**src/source/rv_core_defines.svh**
```systemverilog
`ifndef RV_CORE_DEFINES_SVH
`define RV_CORE_DEFINES_SVH

// Data and address width
`define RV_XLEN 32

// First fetch address after reset
`define RV_RESET_PC 32'h0000_0000

// Shared memory depth in words and its index width
`define RV_MEM_WORDS 1024
`define RV_MEM_AW 10

`endif

```
**src/source/rv_core_pkg.sv**
```systemverilog
package rv_core_pkg;

    typedef enum logic [6:0] {
        OP     = 7'b0110011,
        OP_IMM = 7'b0010011,
        LUI    = 7'b0110111,
        LOAD   = 7'b0000011,
        STORE  = 7'b0100011,
        BRANCH = 7'b1100011,
        JAL    = 7'b1101111
    } opcode_e;

    // Same encoding as the low funct3 bits of loads and stores
    typedef enum logic [1:0] {
        BYTE = 2'b00,
        WORD = 2'b10
    } size_e;

    typedef struct packed {
        logic [6:0] funct7;
        logic [4:0] rs2;
        logic [4:0] rs1;
        logic [2:0] funct3;
        logic [4:0] rd;
        opcode_e    opcode;
    } r_form_t;

    typedef struct packed {
        logic [11:0] imm_11_0;
        logic [4:0]  rs1;
        logic [2:0]  funct3;
        logic [4:0]  rd;
        opcode_e     opcode;
    } i_form_t;

    typedef struct packed {
        logic [6:0] imm_11_5;
        logic [4:0] rs2;
        logic [4:0] rs1;
        logic [2:0] funct3;
        logic [4:0] imm_4_0;
        opcode_e    opcode;
    } s_form_t;

    typedef struct packed {
        logic       imm_12;
        logic [5:0] imm_10_5;
        logic [4:0] rs2;
        logic [4:0] rs1;
        logic [2:0] funct3;
        logic [3:0] imm_4_1;
        logic       imm_11;
        opcode_e    opcode;
    } b_form_t;

    // Also covers the U format, the raw upper bits are the same word
    typedef struct packed {
        logic       imm_20;
        logic [9:0] imm_10_1;
        logic       imm_11;
        logic [7:0] imm_19_12;
        logic [4:0] rd;
        opcode_e    opcode;
    } uj_form_t;

    typedef union packed {
        r_form_t  r_form;
        i_form_t  i_form;
        s_form_t  s_form;
        b_form_t  b_form;
        uj_form_t uj_form;
    } instr_t;

endpackage

```
**src/source/mem_arbiter.sv**
```systemverilog
`timescale 1ns/10ps
`include "rv_core_defines.svh"

module mem_arbiter (
    input  logic                  i_clk,
    input  logic                  i_rst_n,
    input  logic                  i_load_en,
    input  logic [`RV_MEM_AW-1:0] i_load_addr,
    input  logic [`RV_XLEN-1:0]   i_load_data,
    input  logic [`RV_XLEN-1:0]   i_dad,
    input  logic [`RV_XLEN-1:0]   i_ddt_wr,
    input  logic                  i_mreq,
    input  logic                  i_write,
    input  rv_core_pkg::size_e    i_size,
    input  logic [`RV_XLEN-1:0]   i_iad,
    input  logic [`RV_XLEN-1:0]   i_mem_rdata,
    output logic                  o_acki_n,
    output logic                  o_ackd_n,
    output logic [`RV_XLEN-1:0]   o_idt,
    output logic [`RV_XLEN-1:0]   o_ddt_rd,
    output logic [`RV_MEM_AW-1:0] o_mem_addr,
    output logic [`RV_XLEN-1:0]   o_mem_wdata,
    output logic [3:0]            o_mem_be,
    output logic                  o_mem_we
);

    logic fetch_en;
    logic gnt_data;
    logic gnt_fetch;

    // Fetch starts on the first edge after reset release
    always_ff @(posedge i_clk or negedge i_rst_n) begin
        if (!i_rst_n) begin
            fetch_en <= 1'b0;
        end else begin
            fetch_en <= 1'b1;
        end
    end

    // Loader, then data, then fetch
    assign gnt_data  = ~i_load_en & i_mreq;
    assign gnt_fetch = ~i_load_en & ~i_mreq & fetch_en;

    assign o_ackd_n = ~gnt_data;
    assign o_acki_n = ~gnt_fetch;
    assign o_idt    = i_mem_rdata;
    assign o_ddt_rd = i_mem_rdata;

    always_comb begin
        if (i_load_en) begin
            o_mem_addr  = i_load_addr;
            o_mem_wdata = i_load_data;
            o_mem_be    = 4'b1111;
            o_mem_we    = 1'b1;
        end else if (i_mreq) begin
            o_mem_addr  = i_dad[`RV_MEM_AW+1:2];
            o_mem_wdata = i_ddt_wr;
            o_mem_be    = (i_size == rv_core_pkg::BYTE) ? 4'b0001 << i_dad[1:0] : 4'b1111;
            o_mem_we    = i_write;
        end else begin
            o_mem_addr  = i_iad[`RV_MEM_AW+1:2];
            o_mem_wdata = '0;
            o_mem_be    = 4'b0000;
            o_mem_we    = 1'b0;
        end
    end

endmodule

```
**config.mk**
```make
export PLATFORM = sky130hd
export DESIGN_NAME = mem_arbiter
export DESIGN_NICKNAME = d
export VERILOG_FILES = /design/src/source/rv_core_pkg.sv /design/src/source/mem_arbiter.sv
export VERILOG_INCLUDE_DIRS = /design/src /design/src/source
export SDC_FILE = /design/constraint.sdc
export NUM_CORES = 1
export LEC_CHECK = 0
export BUFFER_PORTS_ARGS = -buffer_cell sky130_fd_sc_hd__buf_2
export CAP_MARGIN = 40
export CORE_AREA = 4 4 111 113
export CTS_CLUSTER_SIZE = 8
export DETAILED_ROUTE_END_ITERATION = 6
export DIE_AREA = 0 0 115 117
export GPL_TIMING_DRIVEN = 1
export SETUP_SLACK_MARGIN = 0.02
export SYNTH_ARGS = -nofsm -noshare
export SYNTH_HDL_FRONTEND = slang
export SYNTH_SLANG_ARGS = --single-unit
```
**constraint.sdc**
```tcl
create_clock -name i_clk -period 1.7 [get_ports i_clk]
set_clock_uncertainty 0.2 [all_clocks]
set_input_delay 0.51 -clock i_clk [delete_from_list [all_inputs] [get_ports i_clk]]
set_output_delay 0.51 -clock i_clk [all_outputs]
set_load 0.005 [all_outputs]
```
==> results.ini, run 1 <==
[power_and_ir_drop]
p_int_mw = 0.284
p_sw_frac = 0.376
finalPower_mw = 0.455
p_seq_frac = 0.057
power_density_nw_per_um2 = 259
switchingPower_mw = 0.171
vdd_drop_max_uv = 101
p_leak_nw = 0.981
comb_power_share = 0.943
clock_power_share = 0

[floorplanning]
die_w_um = 115
dieArea_um2 = 13500
io_pins = 290
rows = 39
start_util = 0.103
fp.coreArea_um2 = 11300
die_h_um = 117

[clock_tree]
hold_buffers = 0
clk_pin_slew_ns = 0

[sta]
whs_ns = 0.0858
final-setup-viol-count = 49
max_freq_mhz = 514
finalHoldViolations = 0
drv_slew = 0
rsz0062_at_grt = yes
fin_ws_ns = -0.246
min_period_over_period = 1.14
min_period_ns = 1.95
tns_ns = -8.98

[cells_and_area]
largestRegisters = fetch_en (1)
largest-register = fetch_en
layout-drive-gt1-share = 0.697
final_nets = 420
largest_reg_flops = 1
area_growth_pct = 51.2
n_antenna_cell = 0
nFillCells = 1294

[yosys]
synth_cells = 156
ys_seq_elements = 1
synth_compound_area_frac = 0.333
synth-simple-area-share = 0.0538
synth_top_family_by_area = buffers and inverters
synth_area_um2 = 1160
ys_seq_area_frac = 0.0215
synthAdderAreaFrac = 0
synth_area_per_cell_um2 = 7.46
yosys.cell_types.count = 14
synth_nets = 333
synthMuxAreaShare = 0.0860
yosysWarnings = 0
synthXorXnorAreaFrac = 0

[worst_setup_path]
startpoint = i_mreq
critPathKind = input pin to primary output
arrival_ns = 1.24
crit_required_ns = 0.99
crit_path_end_kind = primary output
cp_max_fo = 23
start_kind = input pin

[outcome]
violations = setup timing
status = complete, but fails checks

[grt]
grt_pass1_vias = 1209
grt_overflow = 0
grt_start_max_net_pins = 24
grt_pass1_wl_um = 6420
grt.total_usage = 0.0589
grt_antenna_before_repair = 0

[drt]
drc_errors = 0
vias_per_cell = 3.45
dr.pass1.iters = 4
drt_iter0_markers = 33
ant_nets = 0
wl_per_cell_um = 12.5
vias = 1324
wirelength_um = 4810

[placement]
place_ws_ns = -0.299
dp_hpwl_um = 3880
gp_congestion = 0.702
numPortBuffers = 151

[hold_path]
min_path_type = input pin to asynchronous set/reset pin

[flow_run]
cap_viol_max_count = 0

[worst max-delay path by stage]
stage	slack, ns	depth (start not counted)	endpoint
floorplan	-0.18	5	o_mem_wdata[10]
global placement	-0.30	5	o_mem_wdata[16]
detailed placement	-0.30	5	o_mem_wdata[16]
CTS	-0.26	5	o_mem_wdata[16]
global route	-0.30	5	o_mem_wdata[16]
finish	-0.25	5	o_mem_wdata[16]
[through the flow]
step	std cells	instance area, µm²	utilization
after global placement	380	1600	0.141
final	384	1760	0.155
after CTS	384	1750	0.155
after floorplan	156	1180	-
after global routing	384	1760	0.155
after detailed placement	380	1600	0.141
[repair_timing]
item                       4_1_cts  5_1_grt
setup endpoints to repair       49       49
pin swaps                        6        5
buffers inserted                 1        2
gates cloned                     3        0
gates resized for setup         30        5
[synthesized netlist by cell type (all sizes together)]
cell	count	share of area
a21o	5	0.032
buf	73	0.48
dfrtp	1	0.022
nor2b	1	0.012
nor2	2	0.0065
mux2i	10	0.086
conb	1	0.0032
a22o	32	0.24
nand2	11	0.035
inv	3	0.0097
o21ai	14	0.060
clkbuf	3	0.0097
[cell type report]
cell class                      instances  area (µm²)  area share
Tap cell                              143         179       0.102
Multi-Input combinational cell         76         584       0.332
Sequential cell                         1        25.0      0.0142
Timing Repair Buffer                  161         960       0.546
Inverter                                3        11.3     0.00640
[cell families (layout without fill, tap and decap cells)]
family | after synthesis | in the layout
and+or+nand+nor | 14 | 14
DFF | 1 | 1
buffers and inverters | 79 | 164
muxes | 10 | 10
AOI/OAI and AO/OA | 51 | 51
other | 1 | 1
[power by group through the flow]
stage | combinational (mW) | clock [mW] | sequential [mW]
after floorplan | 0.285 | 0 | 0.0257
after global placement | 0.378 | 0 | 0.0257
after detailed placement | 0.379 | 0 | 0.0257
after CTS | 0.432 | 0 | 0.0258
after global routing | 0.470 | 0 | 0.0259
final | 0.429 | 0 | 0.0258
[placed cells by master (no fill, tap or decap), drive strengths merged]
cell,instances
dfrtp,1
o21ai,14
a22o,32
nand2,11
nor2,2
buf,161
inv,3
mux2i,10
conb,1
nor2b,1
a21o,5
[worst max-delay path: stages]
cell and delay (ns):
buf_12 0.11, nor2b_4 0.13, buf_12 0.15, a22o_1 0.20, buf_2 0.13
[per-layer routing]
metal  GRT usage  vias to the layer above  part of all wire  wire length (µm)
li1            -                      656                 -                 -
met5           0                        -                 0                 0
met4      0.0164                        0             0.023               112
met2       0.115                       73              0.54              2580
met3      0.0123                       23              0.11               517
met1      0.0636                      572              0.33              1610
(Power assumes the default switching activity.)
==> run 2, diff against run 1 <==
--- a/config.mk
+++ b/config.mk
@@ -13,6 +13,7 @@
 export DETAILED_ROUTE_END_ITERATION = 6
 export DIE_AREA = 0 0 115 117
 export GPL_TIMING_DRIVEN = 1
+export PLACE_DENSITY_LB_ADDON = 0.12
 export SETUP_SLACK_MARGIN = 0.02
 export SYNTH_ARGS = -nofsm -noshare
 export SYNTH_HDL_FRONTEND = slang
==> results.ini, run 2 (synthesis results as in run 1) <==
[outcome]
status = complete, but fails checks
violations = setup timing

[worst_setup_path]
slowest_stage = a22o_1
critPathMaxStageDelay_ns = 0.17  ; -0.03 ns
crit_path_end_kind = primary output
path_buf_inv = 4  ; +1
cp_max_fo = 8  ; -65%
critPathKind = input pin to primary output
path_delay_family = buffers and inverters
worstPathCellList = buf_12, nor2b_4, buf_12, buf_16, a22o_1, buf_2
cp.depth = 6  ; +1
arrival_ns = 1.32  ; +0.08 ns
crit_top_cell = buf_12
start_kind = input pin
crit_required_ns = 0.99  ; about the same

[drt]
drc_errors = 0  ; unchanged
vias = 1343  ; +1.4%
ant_nets = 0  ; unchanged
drt_iter0_markers = 44  ; +33%
wirelength_um = 5030  ; +4.5%
vias_per_cell = 3.45  ; +0.13%
wl_per_cell_um = 12.9  ; +3.1%
dr.pass1.iters = 3  ; -1

[cells_and_area]
n_antenna_cell = 0  ; unchanged
nFillCells = 1332  ; +2.9%
final_cells = 389  ; +1.3%
multiInputGateArea_um2 = 572  ; -2.1%
largest-register = fetch_en
final_nets = 425  ; +1.2%
area_growth_pct = 56.3
seqCellArea_um2 = 25.0  ; unchanged
mostFrequentLayoutCell = buf_2
largest_reg_flops = 1  ; unchanged
largestRegisters = fetch_en (1)
layout-drive-gt1-share = 0.699  ; +0.00209
layout_common_cells = buf_2 (147), a22o_1 (32), o21ai_1 (12)

[sta]
fin_ws_ns = -0.334  ; -0.0880 ns
rsz0062_at_grt = yes
drv_slew = 0  ; unchanged
final-setup-viol-count = 49  ; unchanged
min_period_over_period = 1.20  ; +0.0518
max_freq_mhz = 492  ; -4.3%
min_period_ns = 2.03  ; +0.0880 ns
whs_ns = 0.0861  ; +0.000303 ns
finalHoldViolations = 0  ; unchanged

[floorplanning]
io_pins = 290  ; unchanged
dieArea_um2 = 13500  ; unchanged
start_util = 0.103  ; unchanged
rows = 39  ; unchanged
fp.coreArea_um2 = 11300  ; unchanged
die_h_um = 117  ; unchanged
die_w_um = 115  ; unchanged

[placement]
place_ws_ns = -0.376  ; -0.0765 ns
numPortBuffers = 151  ; unchanged
placed_cells = 382  ; +0.53%
gp_congestion = 0.658  ; -6.3%
dp_hpwl_um = 3820  ; -1.8%

[grt]
grt_start_max_net_pins = 21  ; -13%
grt.total_usage = 0.0649  ; +0.00602
grt_overflow = 0  ; unchanged
grt_pass1_wl_um = 7000  ; +9.0%
grt_pass1_vias = 1360  ; +12%
grt_antenna_before_repair = 0  ; unchanged

[clock_tree]
clk_pin_slew_ns = 0  ; unchanged

[power_and_ir_drop]
power_density_nw_per_um2 = 258  ; about the same
p_leak_nw = 1.02  ; +4.0%
vdd_drop_max_uv = 73.2  ; -28%

[flow_run]
cap_viol_max_count = 0  ; unchanged

[hold_path]
min_path_type = input pin to asynchronous set/reset pin

==> run 2: cell count changes in the layout (fill, tap and decap cells not counted), sizes merged <==
cell / previous run / this run
buf: 161 / 165
bufbuf: 0 / 1
==> run 2: stage by stage <==
step	power (mW)	area [µm²]	setup TNS, ns	util
3_3_place_gp	0.410	1600	-14.20	0.141
5_1_grt	0.520	1820	-15.28	0.161
3_5_place_dp	0.407	1600	-15.55	0.141
2_1_floorplan	0.311	1180	-5.42	-
6_report	0.470	1820	-13.38	0.161
4_1_cts	0.479	1810	-14.07	0.160
==> run 2: worst max path at each step <==
| stage | startpoint | end | slack, ns |
|---|---|---|---|
| finish | i_mreq | o_mem_wdata[27] | -0.33 |
| global placement | i_mreq | o_mem_wdata[17] | -0.34 |
| detailed placement | i_mreq | o_mem_wdata[17] | -0.38 |
| floorplan | i_mreq | o_mem_wdata[10] | -0.18 |
| global route | i_mreq | o_mem_wdata[18] | -0.37 |
| CTS | i_mreq | o_mem_wdata[3] | -0.34 |
==> run 2: metal layers <==
metal,vias up,global-route usage,part of all wire
met4,0,0.0102,0.011
met1,564,0.0695,0.34
met5,-,0,0
li1,667,-,-
met3,13,0.0129,0.12
met2,99,0.132,0.53
==> run 2: power by group <==
part           leakage, nW  switching, mW  internal [mW]
registers           0.0117       0.000298         0.0254
clock network            0              0              0
logic                 1.01          0.172          0.272
total                 1.02          0.173          0.297
==> run 2: layout make-up <==
class / count / area share
inverters: 3 / 0.00757
multi-input cells: 76 / 0.314
flip-flops and latches: 1 / 0.0138
well taps: 143 / 0.0983
repair buffers: 166 / 0.566
==> run 2: what timing repair did <==
item	in CTS	in global routing
hold buffers	0	0
pin swaps	5	3
endpoints found under the setup margin	49	49
cloned	4	0
setup buffers	5	3
resized for setup	30	7
