==> src/source/rv_core_defines.svh <==
`ifndef RV_CORE_DEFINES_SVH
`define RV_CORE_DEFINES_SVH

// Data and address width
`define RV_XLEN 32

// First fetch address after reset
`define RV_RESET_PC 32'h0000_0000

// Shared memory depth in words and its index width
`define RV_MEM_WORDS 1024
`define RV_MEM_AW 10

`endif

==> src/source/rv_core_pkg.sv <==
package rv_core_pkg;

    typedef enum logic [6:0] {
        OP     = 7'b0110011,
        OP_IMM = 7'b0010011,
        LUI    = 7'b0110111,
        LOAD   = 7'b0000011,
        STORE  = 7'b0100011,
        BRANCH = 7'b1100011,
        JAL    = 7'b1101111
    } opcode_e;

    // Same encoding as the low funct3 bits of loads and stores
    typedef enum logic [1:0] {
        BYTE = 2'b00,
        WORD = 2'b10
    } size_e;

    typedef struct packed {
        logic [6:0] funct7;
        logic [4:0] rs2;
        logic [4:0] rs1;
        logic [2:0] funct3;
        logic [4:0] rd;
        opcode_e    opcode;
    } r_form_t;

    typedef struct packed {
        logic [11:0] imm_11_0;
        logic [4:0]  rs1;
        logic [2:0]  funct3;
        logic [4:0]  rd;
        opcode_e     opcode;
    } i_form_t;

    typedef struct packed {
        logic [6:0] imm_11_5;
        logic [4:0] rs2;
        logic [4:0] rs1;
        logic [2:0] funct3;
        logic [4:0] imm_4_0;
        opcode_e    opcode;
    } s_form_t;

    typedef struct packed {
        logic       imm_12;
        logic [5:0] imm_10_5;
        logic [4:0] rs2;
        logic [4:0] rs1;
        logic [2:0] funct3;
        logic [3:0] imm_4_1;
        logic       imm_11;
        opcode_e    opcode;
    } b_form_t;

    // Also covers the U format, the raw upper bits are the same word
    typedef struct packed {
        logic       imm_20;
        logic [9:0] imm_10_1;
        logic       imm_11;
        logic [7:0] imm_19_12;
        logic [4:0] rd;
        opcode_e    opcode;
    } uj_form_t;

    typedef union packed {
        r_form_t  r_form;
        i_form_t  i_form;
        s_form_t  s_form;
        b_form_t  b_form;
        uj_form_t uj_form;
    } instr_t;

endpackage

==> src/source/rf32x32.sv <==
`timescale 1ns/10ps
`include "rv_core_defines.svh"

module rf32x32 (
    input  logic               i_clk,
    input  logic               i_rst_n,
    input  logic               i_wr_en,
    input  logic [4:0]         i_wr_addr,
    input  logic [`RV_XLEN-1:0] i_wr_data,
    input  logic [4:0]         i_rd1_addr,
    input  logic [4:0]         i_rd2_addr,
    output logic [`RV_XLEN-1:0] o_rd1_data,
    output logic [`RV_XLEN-1:0] o_rd2_data
);

    logic [`RV_XLEN-1:0] regs [32];

    // x0 is never written so it stays at zero
    always_ff @(posedge i_clk or negedge i_rst_n) begin
        if (!i_rst_n) begin
            for (int i = 0; i < 32; i++) begin
                regs[i] <= '0;
            end
        end else if (i_wr_en && (i_wr_addr != 5'd0)) begin
            regs[i_wr_addr] <= i_wr_data;
        end
    end

    assign o_rd1_data = regs[i_rd1_addr];
    assign o_rd2_data = regs[i_rd2_addr];

endmodule

==> src/source/ex_stage.sv <==
`timescale 1ns/10ps
`include "rv_core_defines.svh"

module ex_stage (
    input  rv_core_pkg::instr_t i_instr,
    input  logic [`RV_XLEN-1:0] i_pc,
    input  logic [`RV_XLEN-1:0] i_rs1_data,
    input  logic [`RV_XLEN-1:0] i_rs2_data,
    input  logic                i_wb_fwd_en,
    input  logic [4:0]          i_wb_fwd_rd,
    input  logic [`RV_XLEN-1:0] i_wb_fwd_data,
    output logic [4:0]          o_rs1_addr,
    output logic [4:0]          o_rs2_addr,
    output logic [`RV_XLEN-1:0] o_result,
    output logic [`RV_XLEN-1:0] o_store_data,
    output logic [4:0]          o_rd,
    output logic                o_rd_wr,
    output logic                o_is_load,
    output logic                o_is_store,
    output rv_core_pkg::size_e  o_size,
    output logic                o_branch_taken,
    output logic [`RV_XLEN-1:0] o_target
);

    rv_core_pkg::opcode_e opcode;
    logic [2:0]           funct3;
    logic                 use_rs1;
    logic                 use_rs2;
    logic                 rd_wr;
    logic [`RV_XLEN-1:0]  imm_i;
    logic [`RV_XLEN-1:0]  imm_s;
    logic [`RV_XLEN-1:0]  imm_b;
    logic [`RV_XLEN-1:0]  imm_j;
    logic [`RV_XLEN-1:0]  imm_u;
    logic [`RV_XLEN-1:0]  op_a;
    logic [`RV_XLEN-1:0]  op_b;

    assign opcode = i_instr.r_form.opcode;
    assign funct3 = i_instr.r_form.funct3;
    assign o_rd   = i_instr.r_form.rd;

    assign imm_i = {{20{i_instr.i_form.imm_11_0[11]}}, i_instr.i_form.imm_11_0};
    assign imm_s = {{20{i_instr.s_form.imm_11_5[6]}}, i_instr.s_form.imm_11_5,
                    i_instr.s_form.imm_4_0};
    assign imm_b = {{20{i_instr.b_form.imm_12}}, i_instr.b_form.imm_11,
                    i_instr.b_form.imm_10_5, i_instr.b_form.imm_4_1, 1'b0};
    assign imm_j = {{12{i_instr.uj_form.imm_20}}, i_instr.uj_form.imm_19_12,
                    i_instr.uj_form.imm_11, i_instr.uj_form.imm_10_1, 1'b0};
    assign imm_u = {i_instr.uj_form.imm_20, i_instr.uj_form.imm_10_1,
                    i_instr.uj_form.imm_11, i_instr.uj_form.imm_19_12, 12'b0};

    // Unused source fields read as x0 so they never cause a load-use stall
    assign use_rs1 = (opcode == rv_core_pkg::OP) || (opcode == rv_core_pkg::OP_IMM) ||
                     (opcode == rv_core_pkg::LOAD) || (opcode == rv_core_pkg::STORE) ||
                     (opcode == rv_core_pkg::BRANCH);
    assign use_rs2 = (opcode == rv_core_pkg::OP) || (opcode == rv_core_pkg::STORE) ||
                     (opcode == rv_core_pkg::BRANCH);

    assign o_rs1_addr = use_rs1 ? i_instr.r_form.rs1 : 5'd0;
    assign o_rs2_addr = use_rs2 ? i_instr.r_form.rs2 : 5'd0;

    // Writeback forwarding, the enable already excludes x0
    assign op_a = (i_wb_fwd_en && (i_wb_fwd_rd == o_rs1_addr)) ? i_wb_fwd_data : i_rs1_data;
    assign op_b = (i_wb_fwd_en && (i_wb_fwd_rd == o_rs2_addr)) ? i_wb_fwd_data : i_rs2_data;

    assign o_store_data = op_b;
    assign o_rd_wr      = rd_wr && (o_rd != 5'd0);

    always_comb begin
        o_result       = '0;
        rd_wr          = 1'b0;
        o_is_load      = 1'b0;
        o_is_store     = 1'b0;
        o_size         = rv_core_pkg::WORD;
        o_branch_taken = 1'b0;
        o_target       = i_pc + imm_b;
        case (opcode)
            rv_core_pkg::OP: begin
                rd_wr = 1'b1;
                case (funct3)
                    3'b000: o_result = i_instr.r_form.funct7[5] ? op_a - op_b : op_a + op_b;
                    3'b100: o_result = op_a ^ op_b;
                    3'b110: o_result = op_a | op_b;
                    3'b111: o_result = op_a & op_b;
                    default: rd_wr = 1'b0;
                endcase
            end
            rv_core_pkg::OP_IMM: begin
                // ADDI only
                rd_wr    = (funct3 == 3'b000);
                o_result = op_a + imm_i;
            end
            rv_core_pkg::LUI: begin
                rd_wr    = 1'b1;
                o_result = imm_u;
            end
            rv_core_pkg::LOAD: begin
                o_is_load = (funct3 == 3'b010) || (funct3 == 3'b100);
                rd_wr     = o_is_load;
                o_result  = op_a + imm_i;
                o_size    = (funct3 == 3'b100) ? rv_core_pkg::BYTE : rv_core_pkg::WORD;
            end
            rv_core_pkg::STORE: begin
                o_is_store = (funct3 == 3'b000) || (funct3 == 3'b010);
                o_result   = op_a + imm_s;
                o_size     = (funct3 == 3'b000) ? rv_core_pkg::BYTE : rv_core_pkg::WORD;
            end
            rv_core_pkg::BRANCH: begin
                if (funct3 == 3'b000) begin
                    o_branch_taken = (op_a == op_b);
                end else if (funct3 == 3'b001) begin
                    o_branch_taken = (op_a != op_b);
                end
            end
            rv_core_pkg::JAL: begin
                rd_wr          = 1'b1;
                o_result       = i_pc + `RV_XLEN'd4;
                o_branch_taken = 1'b1;
                o_target       = i_pc + imm_j;
            end
            default: begin
            end
        endcase
    end

endmodule

==> src/source/rv_core.sv <==
`timescale 1ns/10ps
`include "rv_core_defines.svh"

module rv_core (
    input  logic                i_clk,
    input  logic                i_rst_n,
    output logic [`RV_XLEN-1:0] o_iad,
    input  logic [`RV_XLEN-1:0] i_idt,
    input  logic                i_acki_n,
    output logic [`RV_XLEN-1:0] o_dad,
    output logic [`RV_XLEN-1:0] o_ddt_wr,
    input  logic [`RV_XLEN-1:0] i_ddt_rd,
    output logic                o_mreq,
    output logic                o_write,
    output rv_core_pkg::size_e  o_size,
    input  logic                i_ackd_n,
    output logic                o_wb_valid,
    output logic [4:0]          o_wb_rd,
    output logic [`RV_XLEN-1:0] o_wb_data
);

    logic [`RV_XLEN-1:0] pc;
    rv_core_pkg::instr_t fe_instr;
    logic [`RV_XLEN-1:0] fe_pc;

    logic [4:0]          ex_rs1_addr;
    logic [4:0]          ex_rs2_addr;
    logic [`RV_XLEN-1:0] rs1_data;
    logic [`RV_XLEN-1:0] rs2_data;
    logic [`RV_XLEN-1:0] ex_result;
    logic [`RV_XLEN-1:0] ex_store_data;
    logic [4:0]          ex_rd;
    logic                ex_rd_wr;
    logic                ex_is_load;
    logic                ex_is_store;
    rv_core_pkg::size_e  ex_size;
    logic                ex_branch_taken;
    logic [`RV_XLEN-1:0] ex_target;

    logic                mw_rd_wr;
    logic                mw_is_load;
    logic                mw_is_store;
    rv_core_pkg::size_e  mw_size;
    logic [4:0]          mw_rd;
    logic [`RV_XLEN-1:0] mw_result;
    logic [`RV_XLEN-1:0] mw_store_data;

    logic                freeze;
    logic                stall;
    logic                take;
    logic [7:0]          load_byte;

    // Data access not yet acknowledged holds everything
    assign freeze = o_mreq & i_ackd_n;

    // Load data is not forwarded, the consumer waits a cycle for the RF
    assign stall = mw_is_load & mw_rd_wr &
                   ((ex_rs1_addr == mw_rd) || (ex_rs2_addr == mw_rd));
    assign take  = ex_branch_taken & ~stall;

    assign o_iad = pc;

    always_ff @(posedge i_clk or negedge i_rst_n) begin
        if (!i_rst_n) begin
            pc          <= `RV_RESET_PC;
            fe_instr    <= '0;
            mw_rd_wr    <= 1'b0;
            mw_is_load  <= 1'b0;
            mw_is_store <= 1'b0;
        end else if (!freeze) begin
            if (take) begin
                pc       <= ex_target;
                fe_instr <= '0;
            end else if (!stall) begin
                if (!i_acki_n) begin
                    pc <= pc + `RV_XLEN'd4;
                end
                // All-zero word decodes as a no-op bubble
                fe_instr <= i_acki_n ? '0 : i_idt;
            end
            mw_rd_wr    <= ex_rd_wr & ~stall;
            mw_is_load  <= ex_is_load & ~stall;
            mw_is_store <= ex_is_store & ~stall;
        end
    end

    always_ff @(posedge i_clk) begin
        if (!freeze) begin
            if (!stall && !i_acki_n) begin
                fe_pc <= pc;
            end
            mw_size       <= ex_size;
            mw_rd         <= ex_rd;
            mw_result     <= ex_result;
            mw_store_data <= ex_store_data;
        end
    end

    ex_stage ex_stage_i (
        .i_instr        (fe_instr),
        .i_pc           (fe_pc),
        .i_rs1_data     (rs1_data),
        .i_rs2_data     (rs2_data),
        .i_wb_fwd_en    (mw_rd_wr & ~mw_is_load),
        .i_wb_fwd_rd    (mw_rd),
        .i_wb_fwd_data  (mw_result),
        .o_rs1_addr     (ex_rs1_addr),
        .o_rs2_addr     (ex_rs2_addr),
        .o_result       (ex_result),
        .o_store_data   (ex_store_data),
        .o_rd           (ex_rd),
        .o_rd_wr        (ex_rd_wr),
        .o_is_load      (ex_is_load),
        .o_is_store     (ex_is_store),
        .o_size         (ex_size),
        .o_branch_taken (ex_branch_taken),
        .o_target       (ex_target)
    );

    // Memory/writeback stage
    assign o_mreq   = mw_is_load | mw_is_store;
    assign o_write  = mw_is_store;
    assign o_size   = mw_size;
    assign o_dad    = mw_result;
    assign o_ddt_wr = (mw_size == rv_core_pkg::BYTE) ? {4{mw_store_data[7:0]}} : mw_store_data;

    always_comb begin
        case (mw_result[1:0])
            2'd0: load_byte = i_ddt_rd[7:0];
            2'd1: load_byte = i_ddt_rd[15:8];
            2'd2: load_byte = i_ddt_rd[23:16];
            default: load_byte = i_ddt_rd[31:24];
        endcase
    end

    assign o_wb_valid = mw_rd_wr & ~freeze;
    assign o_wb_rd    = mw_rd;
    assign o_wb_data  = !mw_is_load ? mw_result :
                        (mw_size == rv_core_pkg::BYTE) ? {{(`RV_XLEN-8){1'b0}}, load_byte} :
                        i_ddt_rd;

    rf32x32 rf32x32_i (
        .i_clk      (i_clk),
        .i_rst_n    (i_rst_n),
        .i_wr_en    (o_wb_valid),
        .i_wr_addr  (mw_rd),
        .i_wr_data  (o_wb_data),
        .i_rd1_addr (ex_rs1_addr),
        .i_rd2_addr (ex_rs2_addr),
        .o_rd1_data (rs1_data),
        .o_rd2_data (rs2_data)
    );

endmodule

==> config.mk <==
export PLATFORM = sky130hd
export DESIGN_NAME = rv_core
export DESIGN_NICKNAME = d
export VERILOG_FILES = /design/src/source/rv_core_pkg.sv /design/src/source/rf32x32.sv /design/src/source/ex_stage.sv /design/src/source/rv_core.sv
export VERILOG_INCLUDE_DIRS = /design/src /design/src/source
export SDC_FILE = /design/constraint.sdc
export NUM_CORES = 2
export LEC_CHECK = 0
export BUFFER_PORTS_ARGS = -buffer_cell sky130_fd_sc_hd__buf_2
export CAP_MARGIN = 10
export CELL_PAD_IN_SITES_DETAIL_PLACEMENT = 0
export CELL_PAD_IN_SITES_GLOBAL_PLACEMENT = 1
export CORE_MARGIN = 5
export CORE_UTILIZATION = 41
export DETAILED_ROUTE_END_ITERATION = 10
export PLACE_DENSITY_LB_ADDON = 0.25
export REMOVE_ABC_BUFFERS = 1
export SYNTH_ARGS = -nofsm -noshare
export SYNTH_HDL_FRONTEND = slang
export SYNTH_SLANG_ARGS = --single-unit
==> constraint.sdc <==
create_clock -name i_clk -period 6.7 [get_ports i_clk]
set_clock_uncertainty 0.15 [all_clocks]
set_input_delay 0.67 -clock i_clk [delete_from_list [all_inputs] [get_ports i_clk]]
set_output_delay 0.67 -clock i_clk [all_outputs]
set_load 0.01 [all_outputs]
==> impl_metrics.yaml <==
logic_synthesis:
  synth_largest_area_cell: "dfrtp_1"
  yosys_warnings: 0
  yosysTopAreaCellShare: 0.3884
  synth-seq-cells: 1193
  synth_edf_count: 102
  yosys-top-cells-area: "dfrtp_1 (39%), nand2_1 (9.6%), o21ai_0 (9.0%)"
  avgSynthCellArea_um2: 8.769
  synthArstFlopShare: 0.9145
  synth-seq-area-share: 0.4320
  synth_cell_types: 101
  syn-instance-count: 8016
  synth_ff_type: "dfrtp_1"
  synth.cell_area_um2: 70290
sta:
  rsz0062_at_grt: "no"
  hold_viol_final: 0
  finalSetupViolCount: 0
  post-route-period-util: 0.9857
  holdWs_ps: 44.79
  worst_pin_slew_ps: 1242
  fmaxAchievable_mhz: 151.4
  slew-limit-headroom: 0.1704
  fin_crit_ps: 6604
  finalMaxSlewViolations: 0
drt:
  wl_per_cell_um: 30.53
  initialDrtViolationCount: 8061
  route.detailed.drc: 0
  ant_nets: 0
  wl_mm: 315.3
  vias_per_cell: 6.382
  drt-pass1-iter-count: 8
  num_vias: 65890
critical_path:
  reg2reg_depth: 23
  crit_path_end_kind: "flip-flop"
  required_ps: 7090
  path_class: "flip-flop to flip-flop"
  worstReg2RegEnd: "o_dad[26]"
  crit_path_start_kind: "flip-flop"
  cp.arrival_ps: 6990
  r2r_setup_slack_ps: 100
  worstReg2RegStart: "fe_instr[2]"
  crit_path_max_fanout: 30
run:
  maxCapViolCount: 0
die:
  pin_count: 206
  die_w_um: 424.1
  fp-row-count: 152
  die_h_um: 424.1
  die_area_um2: 179800
  initial_utilization: 0.4111
  placeableCoreArea_um2: 171000
global_routing:
  grt_pass1_vias: 63370
  grt.overflow.total: 0
  antenna_found_initial: 5
  grt_pass1_wl_mm: 455.6
  grt_usage: 0.3423
  grt_max_degree: 153
hold_path:
  hold_end: "fe_instr[6]"
  hold_depth: 2
  min_path_type: "input pin to flip-flop"
  worstHoldStart: "i_idt[6]"
cts:
  cts-htree-levels: 4
  cts_root_buf: "clkbuf_16"
  cts_buffer_depth: 3
  clk_pin_slew_ps: 70
  clk-insertion-delay-late_ps: 830
  clock-sinks: 1193
  cts_tree: "built"
  cts_buffers: 141
pwr:
  p_int_uw: 12430
  p_seq_frac: 0.447
  clkPwrFrac: 0.486
  pwr-share-comb: 0.067
  p_sw_uw: 4328
  p_leak_uw: 0.03371
  swShare: 0.2583
  power.density_nw_per_um2: 208.2
  peakVddDrop_uv: 178.4
placement:
  gp_congestion: 1.002
  dp_hpwl_mm: 200.8
  numPortBuffers: 204
  dpl-instance-area_um2: 74950
layout:
  nets: 8227
  stdcell_area_um2: 80460
  seq_area_um2: 30370
  layout_common_cells: "nand2_1 (1763), o21ai_0 (1260), dfrtp_1 (1087)"
  area_growth_pct: 14.47
  fill_cells: 16450
  drive_gt1_frac: 0.1428
  final_core_util: 0.4706
  multi_input_area_um2: 36740
  mostFrequentLayoutCell: "nand2_1"
run_status:
  status: "finished clean"
cell type report:
| type | count | share of cell area |
|---|---|---|
| tap | 2233 | 0.03473 |
| multi-input combinational | 5879 | 0.4566 |
| timing repair buffer | 630 | 0.06469 |
| clock inverter | 58 | 0.009813 |
| sequential | 1193 | 0.3775 |
| antenna | 2 | 0.00006220 |
| inverter | 130 | 0.006065 |
| clock buffer | 200 | 0.05052 |
power groups by stage:
stage                     clock network, uW  registers, uW  logic [uW]
after floorplan                           0           7600         478
after global placement                    0           7610        1090
after detailed placement                  0           7610        1090
after CTS                              8240           7480        1110
after global routing                   8530           7480        1210
final                                  8150           7480        1120
routing by layer:
layer  up-vias  wire (um)  track usage  share of wire
met5         -         40            0        0.00013
met4         6      23940       0.2182          0.076
met3       855      26070      0.06294          0.083
met2      3272     139200       0.5228           0.44
met1     32570     126000       0.4489           0.40
li1      29180          -            -              -
cell families after synthesis:
| group | Yosys count | share of synthesized area |
|---|---|---|
| other | 1 | 0.00005335 |
| AOI/OAI and AO/OA | 2822 | 0.2579 |
| muxes | 206 | 0.05370 |
| xor gates and xnor gates | 141 | 0.01768 |
| DFF | 1193 | 0.4320 |
| adders and majority gates | 184 | 0.03318 |
| buffers and inverters | 944 | 0.05433 |
| and+or+nand+nor | 2525 | 0.1512 |
timing repair:
item / in CTS / in global routing
pin swaps: 1 / 5
setup endpoints to repair: 18 / 60
endpoints found under the hold margin: 108 / 0
buffers inserted: 2 / 7
gates cloned: 0 / 2
hold buffers: 33 / 0
gates resized for setup: 0 / 31
cells in the mapped netlist (11+ instances only):
cell         n
nand2_1   1789
o21ai_0   1270
dfrtp_1   1091
clkbuf_1   643
a221oi_1   435
a21oi_1    349
nand3_1    206
ha_1       180
nor2_1     171
mux4_2     132
a311oi_1   129
inv_1      119
a211oi_1   107
buf_2      106
a22oi_1    102
edfxtp_1   102
nor3_1      98
xnor2_1     87
and3_1      86
a21o_1      84
o311ai_0    60
xor2_1      53
a22o_1      47
mux2_2      46
nor2b_1     42
o31ai_1     38
buf_1       34
mux2i_1     25
buf_4       24
nand2b_1    24
o211ai_1    24
o221ai_1    23
a31oi_1     20
o21ai_1     20
nand4_1     17
o21bai_1    14
a222oi_1    11
inv_2       11
o21a_1      11
o22ai_1     11
or3_1       11
worst max-delay path by stage:
| stage | startpoint | endpoint | slack, ps | cells after the start |
|---|---|---|---|---|
| after CTS | fe_instr[2] | o_dad[26] | 40 | 23 |
| after global placement | fe_instr[4] | o_iad[4] | -110 | 24 |
| final | fe_instr[2] | o_dad[26] | 100 | 23 |
| after floorplan | fe_instr[15] | o_iad[16] | -8860 | 15 |
| after detailed placement | fe_instr[2] | o_iad[6] | -70 | 25 |
| after global routing | fe_instr[3] | o_dad[26] | 8 | 23 |
through the flow:
step	setup slack (ps)	total power [uW]	std cells	TNS, ps
after detailed placement	-67.91	8696	10020	-462.6
after CTS	37.20	16830	10310	0
final	95.75	16750	10330	0
after global placement	-111.9	8694	10020	-656.0
after global routing	7.684	17220	10320	0
after floorplan	-8861	8083	7202	-1048290
state kept, by name (all words and copies together), names as in the netlist:
name,count
fe_pc,32
o_dad,32
rf32x32_i.regs,1024
o_wb_rd,5
mw_store_data,32
o_write,1
o_iad,32
mw_is_load,1
o_size,1
fe_instr,32
mw_rd_wr,1
critical path, cell delays in order, from the launching register on:
cell and delay (ps):
dfrtp_1 450, nand4bb_1 220, buf_4 190, a211o_4 480
buf_12 250, a221oi_1 320, a21oi_1 100, o21ai_0 290
a211oi_1 180, a21oi_2 230, a21oi_2 160, ha_1 270
fa_1 430, a21o_1 230, a31o_1 270, a21o_1 230
a221oi_1 270, buf_4 200, o31ai_2 90, a211oi_2 330
o21ai_0 180, xor2_1 180, a222oi_1 440, o211ai_1 170
Note: power is estimated with default switching activity, not from simulation.
